<file path="config.mk">
export PLATFORM = sky130hd
export DESIGN_NAME = ts_header_parser
export DESIGN_NICKNAME = d
export VERILOG_FILES = /design/src/design/csa_frame_pkg.sv /design/src/design/csa_seq_pkg.sv /design/src/design/ts_header_parser.sv
export SDC_FILE = /design/constraint.sdc
export NUM_CORES = 1
export LEC_CHECK = 0
export ABC_CLOCK_PERIOD_IN_PS = 1500
export BUFFER_PORTS_ARGS = -buffer_cell sky130_fd_sc_hd__buf_4
export CAP_MARGIN = 20
export CELL_PAD_IN_SITES_DETAIL_PLACEMENT = 1
export CELL_PAD_IN_SITES_GLOBAL_PLACEMENT = 1
export CORE_MARGIN = 2
export CORE_UTILIZATION = 34
export DETAILED_ROUTE_END_ITERATION = 6
export GPL_TIMING_DRIVEN = 0
export PLACE_DENSITY = 0.72
export SETUP_SLACK_MARGIN = 0.3
export SYNTH_ARGS = -nofsm -noshare
export SYNTH_HDL_FRONTEND = slang
export SYNTH_SLANG_ARGS = --single-unit
</file>
<file path="constraint.sdc">
create_clock -name clk -period 1.5 [get_ports clk]
set_clock_uncertainty 0.05 [all_clocks]
set_input_delay 0.075 -clock clk [delete_from_list [all_inputs] [get_ports clk]]
set_output_delay 0.075 -clock clk [all_outputs]
set_load 0.05 [all_outputs]
</file>
<file path="src/design/csa_frame_pkg.sv">
package csa_frame_pkg;

	////////////////////////////////////////
	// stream types
	////////////////////////////////////////

	typedef logic [7:0] byte_t;
	// bit 8 is the sync tag
	typedef logic [8:0] tagged_byte_t;
	typedef logic [63:0] cw_t;
	typedef logic [7:0] frame_idx_t;

	////////////////////////////////////////
	// frame layout
	////////////////////////////////////////

	// 19 prefix bytes + one 188 byte ts packet
	localparam int FRAME_LEN = 207;
	localparam int PREFIX_LEN = 19;
	localparam int TS_LEN = 188;
	localparam int TS_HDR_LEN = 4;
	localparam int TS_PAYLOAD_LEN = 184;

	// prefix positions
	localparam frame_idx_t SCRAM_POS = 8'd1;
	localparam frame_idx_t CW_FIRST = 8'd2;
	localparam int CW_BYTES = 8;
	localparam frame_idx_t DESC_FIRST = 8'd10;

	localparam byte_t TS_SYNC = 8'h47;
	// longer adaptation fields leave nothing worth scrambling
	localparam byte_t ADAPT_MAX_SCRAM = 8'd175;

endpackage

</file>
<file path="src/design/csa_seq_pkg.sv">
package csa_seq_pkg;

	import csa_frame_pkg::*;

	// read phases of one frame
	typedef enum logic [1:0]
	{
		IDLE,
		SEND_PREFIX,
		SEND_TS_HEADER,
		SEND_PAYLOAD
	} seq_state_t;

	////////////////////////////////////////
	// phase boundaries by frame position
	////////////////////////////////////////

	localparam frame_idx_t PREFIX_LAST_IDX = frame_idx_t'(FRAME_LEN - TS_LEN - 1);
	localparam frame_idx_t PAYLOAD_FIRST_IDX = frame_idx_t'(FRAME_LEN - TS_LEN + TS_HDR_LEN);
	// fourth ts header byte, holds adaptation_field_control
	localparam frame_idx_t HDR_LAST_IDX = frame_idx_t'(PAYLOAD_FIRST_IDX - 1);
	localparam frame_idx_t LAST_IDX = frame_idx_t'(PAYLOAD_FIRST_IDX + TS_PAYLOAD_LEN - 1);

endpackage

</file>
<file path="src/design/ts_header_parser.sv">
`timescale 1ns/100ps

module ts_header_parser
	import csa_frame_pkg::*;
	import csa_seq_pkg::*;
(
	input  logic         clk,
	input  logic         rst,
	input  logic         rd_data_valid,
	input  tagged_byte_t rd_data,
	input  frame_idx_t   byte_idx,
	input  logic         scram_flag,
	output logic         payload_scram
);

	// adaptation field present, in the fourth header byte
	localparam int ADAPT_BIT = 5;

	logic adapt_flag;
	byte_t adapt_len;
	// adaptation bytes still to come
	byte_t adapt_cnt;
	logic in_payload;
	logic past_adapt;
	logic len_ok;

	always_ff @(posedge clk)
	begin
		if (rst)
		begin
			adapt_flag <= 1'b0;
			adapt_cnt <= '0;
		end
		else if (rd_data_valid)
		begin
			if (byte_idx == HDR_LAST_IDX)
			begin
				adapt_flag <= rd_data[ADAPT_BIT];
				adapt_cnt <= '0;
			end
			else if ((byte_idx == PAYLOAD_FIRST_IDX) && adapt_flag)
			begin
				adapt_cnt <= rd_data[7:0];
			end
			else if (adapt_cnt != '0)
			begin
				adapt_cnt <= adapt_cnt - 1'b1;
			end
		end
	end

	// length byte is the first payload byte
	always_ff @(posedge clk)
	begin
		if (rd_data_valid && adapt_flag && (byte_idx == PAYLOAD_FIRST_IDX))
			adapt_len <= rd_data[7:0];
	end

	////////////////////////////////////////
	// per byte scramble mark
	////////////////////////////////////////

	assign in_payload = (byte_idx >= PAYLOAD_FIRST_IDX);
	assign past_adapt = !adapt_flag || ((byte_idx != PAYLOAD_FIRST_IDX) && (adapt_cnt == '0));
	assign len_ok = !adapt_flag || (adapt_len <= ADAPT_MAX_SCRAM);
	assign payload_scram = scram_flag && in_payload && past_adapt && len_ok;

endmodule

</file>
==> results.yml, run 1 <==
global_routing:
  antenna_found_initial: 0
  grt_pass1_vias: 939
  grt.total_usage_pct: 19.8
  grt.overflow.total: 0
  grt_max_degree: 11
  grt_pass1_wl_um: 4180
hold_path:
  hold_class: "primary input to flip-flop"
setup_path:
  cp-end-kind: "output port"
  path_depth: 7
  regToRegEndpoint: "adapt_cnt[6]"
  crit_chain: "inv_2 > ha_4 > nor3b_4 > nand2_2 > a221oi_2 > o21a_2 > buf_8"
  critPathSlowestCell: "dfxtp_2"
  worstPathArrival_ns: 1.61
  reg2reg_depth: 8
  reg2reg_setup_slack_ns: -0.17
  regToRegStartpoint: "adapt_cnt[1]"
  crit_type: "flip-flop to output port"
  worstPathRequired_ns: 1.37
  critPathCapture: "payload_scram"
  crit_path_max_incr_delay_ns: 0.33
  cp_max_fo: 3
  crit_start: "adapt_cnt[1]"
  worstSetupStartpointType: "flip-flop"
  cpLargestDelayFamily: "compound AO/OA/AOI/OAI gates"
  cp_num_buf_inv: 2
clocking:
  clockBufferDepth: 2
  clk_latency_ns: 0.28
  htree_levels: 1
  cts_tree: "done"
  clock_sinks: 13
  cts-root-buf: "clkbuf_4"
  cts_inserted_buffers: 3
  path_clk_slew_ns: 0.08
logic_synthesis:
  synth.distinct_cells: 43
  netlist_area_sq_um: 870
  syn_nets: 117
  synth_top_area_share_pct: 20.7
  ys.flop_type: "dfxtp_1"
  yosys_register_bits: 13
  synth_area_leaders: "dfxtp_1, edfxtp_1, mux2i_1"
  synth_top_family_by_area: "simple AND/OR/NAND/NOR gates"
  synthSimpleGateAreaFrac_pct: 24.6
  synth-xor-area-share_pct: 0
  synth_edf_count: 4
  netlist_instances: 94
  async_reset_ff_share_pct: 0
  synth-compound-area-share_pct: 23.3
  ys.warnings.count: 0
  synth-adder-area-share_pct: 2.88
  ys_seq_area_share_pct: 34.5
  avgSynthCellArea_sq_um: 9.25
  synthMuxAreaShare_pct: 8.06
  synth_area_leader_cell: "dfxtp_1"
layout:
  final_area_sq_mm: 0.00129
  synthToLayoutAreaGrowth_pct: 47.9
  nNetsFinal: 153
  fill_cells: 281
  drive_above_1_share_pct: 43.4
  num_antenna_cells: 0
sta:
  finalHoldViolations: 0
  holdWs_ns: 0.0201
  fin_crit_sh_pct: 115
  finalCriticalPeriod_ns: 1.73
  fin_ws_ns: -0.232
  setup_violations: 9
  slew_headroom_pct: 66.4
  max_freq_mhz: 577
  worstMarginPinSlew_ns: 0.504
  drv_slew: 0
  rsz0062_at_grt: "yes"
die:
  rows: 18
  num_io_pins: 22
  start_util_pct: 35.4
  core_sq_mm: 0.00245
  die_area_sq_mm: 0.00298
  die_h_um: 54.6
  die_w_um: 54.6
routing:
  wl_per_cell_um: 16.5
  vias: 876
  routed_wl_um: 2630
  via_per_inst: 5.51
  dr.pass1.iters: 4
  initialDrtViolationCount: 13
  ant_nets: 0
  drc: 0
power:
  p_leak_nw: 0.505
  ir_drop_mv: 0.942
  power.density_mw_per_mm2: 1860
place:
  gp_congestion: 0.773
  io_buffers: 19
  place_area_sq_mm: 0.00109
  hpwlAfterDp_um: 1810
flow_run:
  maxCapViolCount: 0
outcome:
  status: "complete, but fails checks"
  violations: "setup timing"
[synthesized netlist by cell type (all sizes together) (3+ instances only)]
master / n
a31oi: 3
nand2: 4
nor2b: 4
nor2: 4
buf: 4
mux2i: 7
inv: 7
nor3: 3
nor4: 3
nand2b: 3
o32ai: 4
o2bb2ai: 3
dfxtp: 9
o21ai: 4
edfxtp: 4
[tightest hold or removal path, delay by kind of cell]
family / cells / cell delay (ns)
compound gates: 1 / 0.10
buf+inv: 1 / 0.08
mux: 1 / 0.05
[flip-flops by register name, indices dropped and copies added (netlist names)]
signal,cells
adapt_cnt,8
adapt_flag,1
adapt_len,4
[how the worst min path moves through the flow]
stage | slack [ns] | from | endpoint | cells past startpoint
after global routing | 0.04 | rd_data[0] | adapt_cnt[0] | 3
after CTS | 0.02 | rd_data[1] | adapt_cnt[1] | 3
final | 0.02 | rd_data[1] | adapt_cnt[1] | 3
after global placement | 0.22 | rd_data[7] | adapt_len[7] | 1
after detailed placement | 0.22 | rd_data[7] | adapt_len[7] | 1
after floorplan | 0.12 | rd_data[4] | adapt_len[4] | 0
[stage by stage]
stage | TNS (ns) | utilization [%] | std cells | setup WS (ns) | total power [W]
after detailed placement | -0.419 | 44.6 | 143 | -0.0732 | 0.00169
final | -1.21 | 52.4 | 159 | -0.232 | 0.00239
after CTS | -1.30 | 51.1 | 159 | -0.270 | 0.00229
after global placement | -0.185 | 44.6 | 143 | -0.0588 | 0.00166
after floorplan | 0 | - | 94 | 0.0513 | 0.00143
after global routing | -2.02 | 52.4 | 159 | -0.325 | 0.00259
[timing repair]
action                     in CTS  in global routing
hold buffers                    4                  0
buffers inserted                8                  0
pin swaps                       6                  4
gates resized for setup         8                  7
hold endpoints to repair        4                  0
setup endpoints to repair       9                 13
[per-layer routing]
metal	global-route usage (%)	vias up	part of all wire [%]
met5	0	-	0
li1	-	430	-
met3	3.28	4	2.2
met4	6.67	0	1.2
met1	23.5	425	44
met2	35.5	17	53
[cell type report]
class	instances	area [sq um]	area share (%)
repair buffers	31	258	20.0
inverters	7	26.3	2.04
multi-input cells	69	602	46.8
clock buffers	4	26.3	2.04
well taps	30	37.5	2.92
plain buffers	5	31.3	2.43
flip-flops and latches	13	305	23.7
[cells in the final DEF, fill, tap and decap left out, types with 2 or more instances in the layout]
cell type / count
a21oi_1: 2
a31oi_1: 3
and3_1: 2
buf_4: 25
buf_6: 3
clkbuf_1: 2
clkbuf_4: 3
dfxtp_1: 5
dfxtp_2: 4
dlygate4sd3_1: 4
edfxtp_1: 4
inv_1: 5
inv_2: 2
mux2i_1: 7
nand2_1: 3
nand2b_1: 3
nand3_1: 2
nor2_1: 3
nor2b_1: 4
nor4_1: 2
o21ai_0: 2
o2bb2ai_2: 3
o32ai_1: 3
[cells by family after synthesis]
logic type,after synthesis
adders and majority gates,2
AOI/OAI and AO/OA,27
DFF,13
buffers and inverters,12
muxes,7
and+or+nand+nor,33
[where the power goes]
group | switching (W) | internal (W) | leakage (nW) | total (W)
combinational | 0.000769 | 0.000841 | 0.379 | 0.00161
sequential | 0.000104 | 0.000456 | 0.111 | 0.000560
clock | 0.000120 | 0.000103 | 0.0150 | 0.000224
Power figures use the tool's default switching activity.
==> inputs of run 2 (changes only) <==
--- a/config.mk
+++ b/config.mk
@@ -5,6 +5,7 @@
 export SDC_FILE = /design/constraint.sdc
 export NUM_CORES = 1
 export LEC_CHECK = 0
+export ABC_AREA = 1
 export ABC_CLOCK_PERIOD_IN_PS = 1500
 export BUFFER_PORTS_ARGS = -buffer_cell sky130_fd_sc_hd__buf_4
 export CAP_MARGIN = 20
==> run 2 against run 1 <==
- highest routed layer unchanged
- maximum frequency rose by 1.8%
- synthesized area is 18% higher
- non-clock buffer count unchanged
- critical path depth is 1 lower
- worst hold slack improved by 0.063 ns
- the flow finishes with violations (DRC, setup timing)
- global-route usage fell by 0.090 points
- sequential cell count stayed put
- register-to-register slack better by 0.14 ns
- routed wire length rose by 29%
- total power grew 4.0%
- combinational power is 7% higher
- critical path type unchanged
==> results.yml, run 2 <==
outcome:
  status: "complete, but fails checks"
  violations: "DRC, setup timing"
logic_synthesis:
  post-synth-top-count-cell: "nand2_1"
  synth_edf_count: 4
  syn_nets: 159
  ys_seq_area_share_pct: 29.3
  yosys-top-cells-count: "nand2_1, inv_1, nand3_1"
  netlist_instances: 136
  async_reset_ff_share_pct: 0
  netlist_area_sq_mm: 0.00102
  synth_area_leader_cell: "dfxtp_1"
  avgSynthCellArea_sq_um: 7.53
  ys.flop_type: "dfxtp_1"
  synth.distinct_cells: 25
  ys.warnings.count: 0
  synth_area_leaders: "dfxtp_1, nand2_1, edfxtp_1"
  yosys_register_bits: 13
  synth_top_area_share_pct: 17.6
power:
  ir_drop_mv: 0.894
  p_leak_nw: 0.714
  power.density_mw_per_mm2: 1590
layout:
  fill_cells: 341
  final_cell_mix: "nand2_1, buf_4, nand3_1"
  top_regs: "adapt_cnt (8), adapt_len (4), adapt_flag (1)"
  largest_register_ffs: 8
  drive_above_1_share_pct: 53.4
  synthToLayoutAreaGrowth_pct: 52.4
  layout_commonest_cell: "nand2_1"
  final_util_pct: 55.7
  regMostFlops: "adapt_cnt"
  num_antenna_cells: 0
  nNetsFinal: 202
clocking:
  clk_latency_ns: 0.29
  path_clk_slew_ns: 0.09
  htree_levels: 1
  clockBufferDepth: 2
  cts-root-buf: "clkbuf_4"
  cts_tree: "done"
  cts_inserted_buffers: 3
  clock_sinks: 13
setup_path:
  cpMostUsedCell: "nand2_2"
  cp-end-kind: "output port"
  worstPathArrival_ns: 1.58
  crit_path_max_incr_delay_ns: 0.36
  crit_chain: "nor2_2 > nand2_2 > nor2_4 > nand2_2 > a221oi_4 > buf_6"
  critPathSlowestCell: "dfxtp_2"
  crit_type: "flip-flop to output port"
  cp_num_buf_inv: 1
  worstPathRequired_ns: 1.37
  cp_max_fo: 5
  worstSetupStartpointType: "flip-flop"
  cpLargestDelayFamily: "simple AND/OR/NAND/NOR gates"
die:
  die_h_um: 58.9
  start_util_pct: 36.5
  die_w_um: 58.9
  num_io_pins: 22
  core_sq_mm: 0.00281
  rows: 19
  die_area_sq_mm: 0.00347
place:
  gp_congestion: 0.830
  io_buffers: 19
  hpwlAfterDp_um: 2020
sta:
  fin_crit_sh_pct: 113
  worstMarginPinSlew_ns: 0.659
  fin_ws_ns: -0.200
  holdWs_ns: 0.0828
  max_freq_mhz: 588
  finalCriticalPeriod_ns: 1.70
  slew_headroom_pct: 56.0
  rsz0062_at_grt: "yes"
  drv_slew: 0
  finalHoldViolations: 0
  setup_violations: 3
routing:
  vias: 1068
  via_per_inst: 5.11
  dr.pass1.iters: 6
  ant_nets: 0
  routed_wl_um: 3400
  drc: 2
  wl_per_cell_um: 16.2
  initialDrtViolationCount: 30
global_routing:
  grt.overflow.total: 0
  antenna_found_initial: 0
  grt.total_usage_pct: 19.7
  grt_max_degree: 11
  grt.busiest_layer: "met2"
  grt_pass1_vias: 1093
  met1_usage_pct: 20.8
  grt_pass1_wl_um: 5040
  globalRouteMet3Util_pct: 4.62
  met2_usage_pct: 38.4
hold_path:
  hold_class: "primary input to flip-flop"
flow_run:
  maxCapViolCount: 0
run 2: kinds of logic after synthesis:
kind of cell / count (synthesis) / synth area share [%]
fa+ha+maj: 2 / 2.44
simple gates: 85 / 48.7
flops: 13 / 29.3
compound gates: 15 / 10.9
buf+inv: 20 / 7.81
xor+xnor: 1 / 0.855
run 2: worst register-to-register path: stages (launching register included):
cell and delay (ns):
dfxtp_2 0.37, inv_4 0.05, buf_4 0.13, buf_6 0.12, ha_4 0.17, inv_2 0.05, nor2_2 0.03, nand3_1 0.11
nand3_2 0.11, nand2_2 0.10, nand3_2 0.09, a21oi_2 0.12
run 2: path summary, 6_finish.rpt:
check	from	end	slack, ns	cells past startpoint
setup / recovery	adapt_cnt[5]	payload_scram	-0.20	6
hold / removal	rd_data[2]	adapt_cnt[2]	0.08	5
setup reg to reg	adapt_cnt[0]	adapt_cnt[6]	-0.03	11
hold reg to reg	adapt_cnt[7]	adapt_cnt[7]	0.47	2
run 2: where the power goes:
part | internal [W] | switching [W]
clock | 0.000103 | 0.000134
combinational | 0.000743 | 0.000974
sequential | 0.000444 | 0.0000919
total | 0.00129 | 0.00120
run 2: area by class of cell:
type	instances	area, sq um	share of cell area [%]
flip-flops and latches	13	315	20.2
repair inverters	1	8.76	0.561
well taps	31	38.8	2.48
repair buffers	35	297	19.0
inverters	19	95.1	6.09
plain buffers	1	3.75	0.240
clock buffers	4	26.3	1.68
multi-input cells	105	777	49.8
run 2: layer usage:
layer / part of all wire [%] / vias to the layer above
li1: - / 526
met3: 4.0 / 8
met1: 40 / 505
met5: 0 / -
met2: 54 / 29
met4: 2.3 / 0
run 2: repair_timing:
action | 4_1_cts | 5_1_grt
pin swaps | 7 | 14
setup buffers | 5 | 7
cloned | 1 | 2
setup endpoints to repair | 13 | 13
hold buffers | 4 | 0
hold endpoints to repair | 4 | 0
gates resized for setup | 12 | 28
run 2: stage by stage:
stage                     setup WS (ns)  cell area, sq um  cells  power [W]  setup TNS [ns]
after global placement           0.0291              1250    186    0.00166               0
after global routing             -0.282              1560    209    0.00266          -0.513
after floorplan                  0.0330              1070    136    0.00145               0
final                            -0.200              1560    209    0.00249          -0.244
after CTS                        -0.188              1410    200    0.00224          -0.188
after detailed placement        0.00593              1250    186    0.00170               0
==> inputs of run 3 (changes only) <==
--- a/config.mk
+++ b/config.mk
@@ -11,7 +11,7 @@
 export CAP_MARGIN = 20
 export CELL_PAD_IN_SITES_DETAIL_PLACEMENT = 1
 export CELL_PAD_IN_SITES_GLOBAL_PLACEMENT = 1
-export CORE_MARGIN = 2
+export CORE_MARGIN = 1
 export CORE_UTILIZATION = 34
 export DETAILED_ROUTE_END_ITERATION = 6
 export GPL_TIMING_DRIVEN = 0
==> run 3 against run 2 <==
- the run still ends with DRC, setup timing left
- clock-buffer cell count unchanged
- critical path type unchanged
- critical path depth unchanged
- sequential share of layout area increased by 0.17 points
- sequential power decreased by 1%
- maximum frequency decreased by 0.31%
- die area decreased by 6.7%
- total power decreased by 2.9%
- non-clock buffer count decreased by 2
- cell count decreased by 0.96%
- routed wire length decreased by 5.2%
- core utilization decreased by 1.1 points
==> results.yml, run 3 (synthesized netlist as in run 2, its figures left out) <==
outcome:
  violations: "DRC, setup timing"
  status: "complete, but fails checks"
setup_path:
  crit_type: "flip-flop to output port"
  worstPathArrival_ns: 1.58
  crit_path_max_incr_delay_ns: 0.37
  cp_max_fo: 5
  cp-end-kind: "output port"
  cpMostUsedCell: "nor2_4"
  worstSetupStartpointType: "flip-flop"
  worstPathRequired_ns: 1.37
  crit_chain: "nor2_4 > nand2_1 > nor2_4 > nand2_2 > a221oi_4 > buf_6"
  reg2reg_setup_slack_ns: -0.14
  critPathSlowestCell: "dfxtp_2"
place:
  hpwlAfterDp_um: 2140
  place_ws_ns: 0.0202
  gp_congestion: 0.860
  dp.cells: 186
  io_buffers: 19
global_routing:
  grt.overflow.total: 0
  antenna_found_initial: 0
  grt_max_degree: 11
  grt_pass1_vias: 1107
  grt.total_usage_pct: 20.6
  grt_pass1_wl_um: 5090
hold_path:
  hold_class: "primary input to flip-flop"
die:
  start_util_pct: 36.5
  die_h_um: 56.9
  rows: 19
  core_sq_mm: 0.00281
  die_area_sq_mm: 0.00324
  die_w_um: 56.9
  num_io_pins: 22
power:
  p_comb_share_pct: 69.2
  switching_power_w: 0.00114
  ir_drop_mv: 0.887
  internal_power_w: 0.00128
  clkPwrFrac_pct: 9.0
  sw_frac_of_total_pct: 47.1
  p_leak_nw: 0.700
  power.density_mw_per_mm2: 1580
  finalPower_w: 0.00242
  p_seq_share_pct: 21.9
sta:
  setup_violations: 9
  finalCriticalPeriod_ns: 1.71
  holdWs_ns: 0.0925
  finalHoldViolations: 0
  worstMarginPinSlew_ns: 0.678
  drv_slew: 0
  setup-tns-final_ns: -1.22
  slew_headroom_pct: 54.8
  fin_crit_sh_pct: 114
  fin_ws_ns: -0.206
  rsz0062_at_grt: "yes"
  max_freq_mhz: 586
layout:
  num_antenna_cells: 0
  stdcell_count: 207
  fill_cells: 349
  regMostFlops: "adapt_cnt"
  drive_above_1_share_pct: 47.2
  nNetsFinal: 200
  largest_register_ffs: 8
  synthToLayoutAreaGrowth_pct: 49.3
  top_regs: "adapt_cnt (8), adapt_len (4), adapt_flag (1)"
  final_cell_mix: "nand2_1, buf_4, nand3_1"
  layout_commonest_cell: "nand2_1"
routing:
  wl_per_cell_um: 15.5
  ant_nets: 0
  drc: 4
  dr.pass1.iters: 6
  initialDrtViolationCount: 21
  via_per_inst: 5.15
  vias: 1067
  routed_wl_um: 3220
flow_run:
  maxCapViolCount: 0
clocking:
  clockBufferDepth: 2
  clk_latency_ns: 0.28
  cts-root-buf: "clkbuf_4"
  cts_inserted_buffers: 3
  htree_levels: 1
  clock_sinks: 13
  cts_tree: "done"
  path_clk_slew_ns: 0.08
[run 3: cell types whose count changed in the layout (fill, tap and decap cells not counted), sizes merged]
cell,delta
buf,-2
[run 3: power by group through the flow]
| stage | logic (W) | registers (W) | clock network [W] |
|---|---|---|---|
| 4_1_cts | 0.00154 | 0.000507 | 0.000221 |
| 2_1_floorplan | 0.000952 | 0.000495 | 0 |
| 3_3_place_gp | 0.00114 | 0.000516 | 0 |
| 5_1_grt | 0.00185 | 0.000535 | 0.000235 |
| 3_5_place_dp | 0.00118 | 0.000520 | 0 |
| 6_report | 0.00167 | 0.000529 | 0.000217 |
[run 3: per-stage QoR]
stage,utilization [%],area [sq um]
2_1_floorplan,-,1070
3_3_place_gp,44.5,1250
5_1_grt,54.5,1530
3_5_place_dp,44.5,1250
4_1_cts,51.9,1460
6_report,54.5,1530
[run 3: path summary, 6_finish.rpt]
check                     from       endpoint  depth (start not counted)
hold / removal      rd_data[2]   adapt_cnt[2]                          5
hold reg to reg     adapt_flag     adapt_flag                          2
setup reg to reg  adapt_cnt[4]   adapt_cnt[1]                         11
setup / recovery  adapt_cnt[3]  payload_scram                          6
[run 3: layout make-up]
class / instances / area [sq um] / share of cell area, %
Buffer: 1 / 3.75 / 0.245
Timing Repair inverter: 1 / 8.76 / 0.572
Sequential cell: 13 / 312 / 20.4
Timing Repair Buffer: 33 / 282 / 18.4
Inverter: 19 / 92.6 / 6.05
Clock buffer: 4 / 26.3 / 1.72
Tap cell: 31 / 38.8 / 2.53
Multi-Input combinational cell: 105 / 767 / 50.1
[run 3: repair_timing]
item | 4_1_cts | 5_1_grt
pin swaps | 6 | 5
hold buffers | 4 | 0
setup endpoints to repair | 13 | 13
resized for setup | 13 | 14
endpoints found under the hold margin | 4 | 0
buffers inserted | 9 | 1
gates cloned | 1 | 2
[run 3: metal layers]
metal  track usage, %  up-vias  share of wire, %
met1             23.0      515                41
li1                 -      525                 -
met2             39.0       21                54
met4             5.23        0               1.6
met3             4.84        6               3.7
met5                0        -                 0
[run 3: critical path, delay by kind of cell (launching register included)]
kind                   cells  cell delay (ns)
buffers and inverters      1             0.20
flip-flops                 1             0.37
AND/OR/NAND/NOR            4             0.43
AO/OA/AOI/OAI              1             0.30
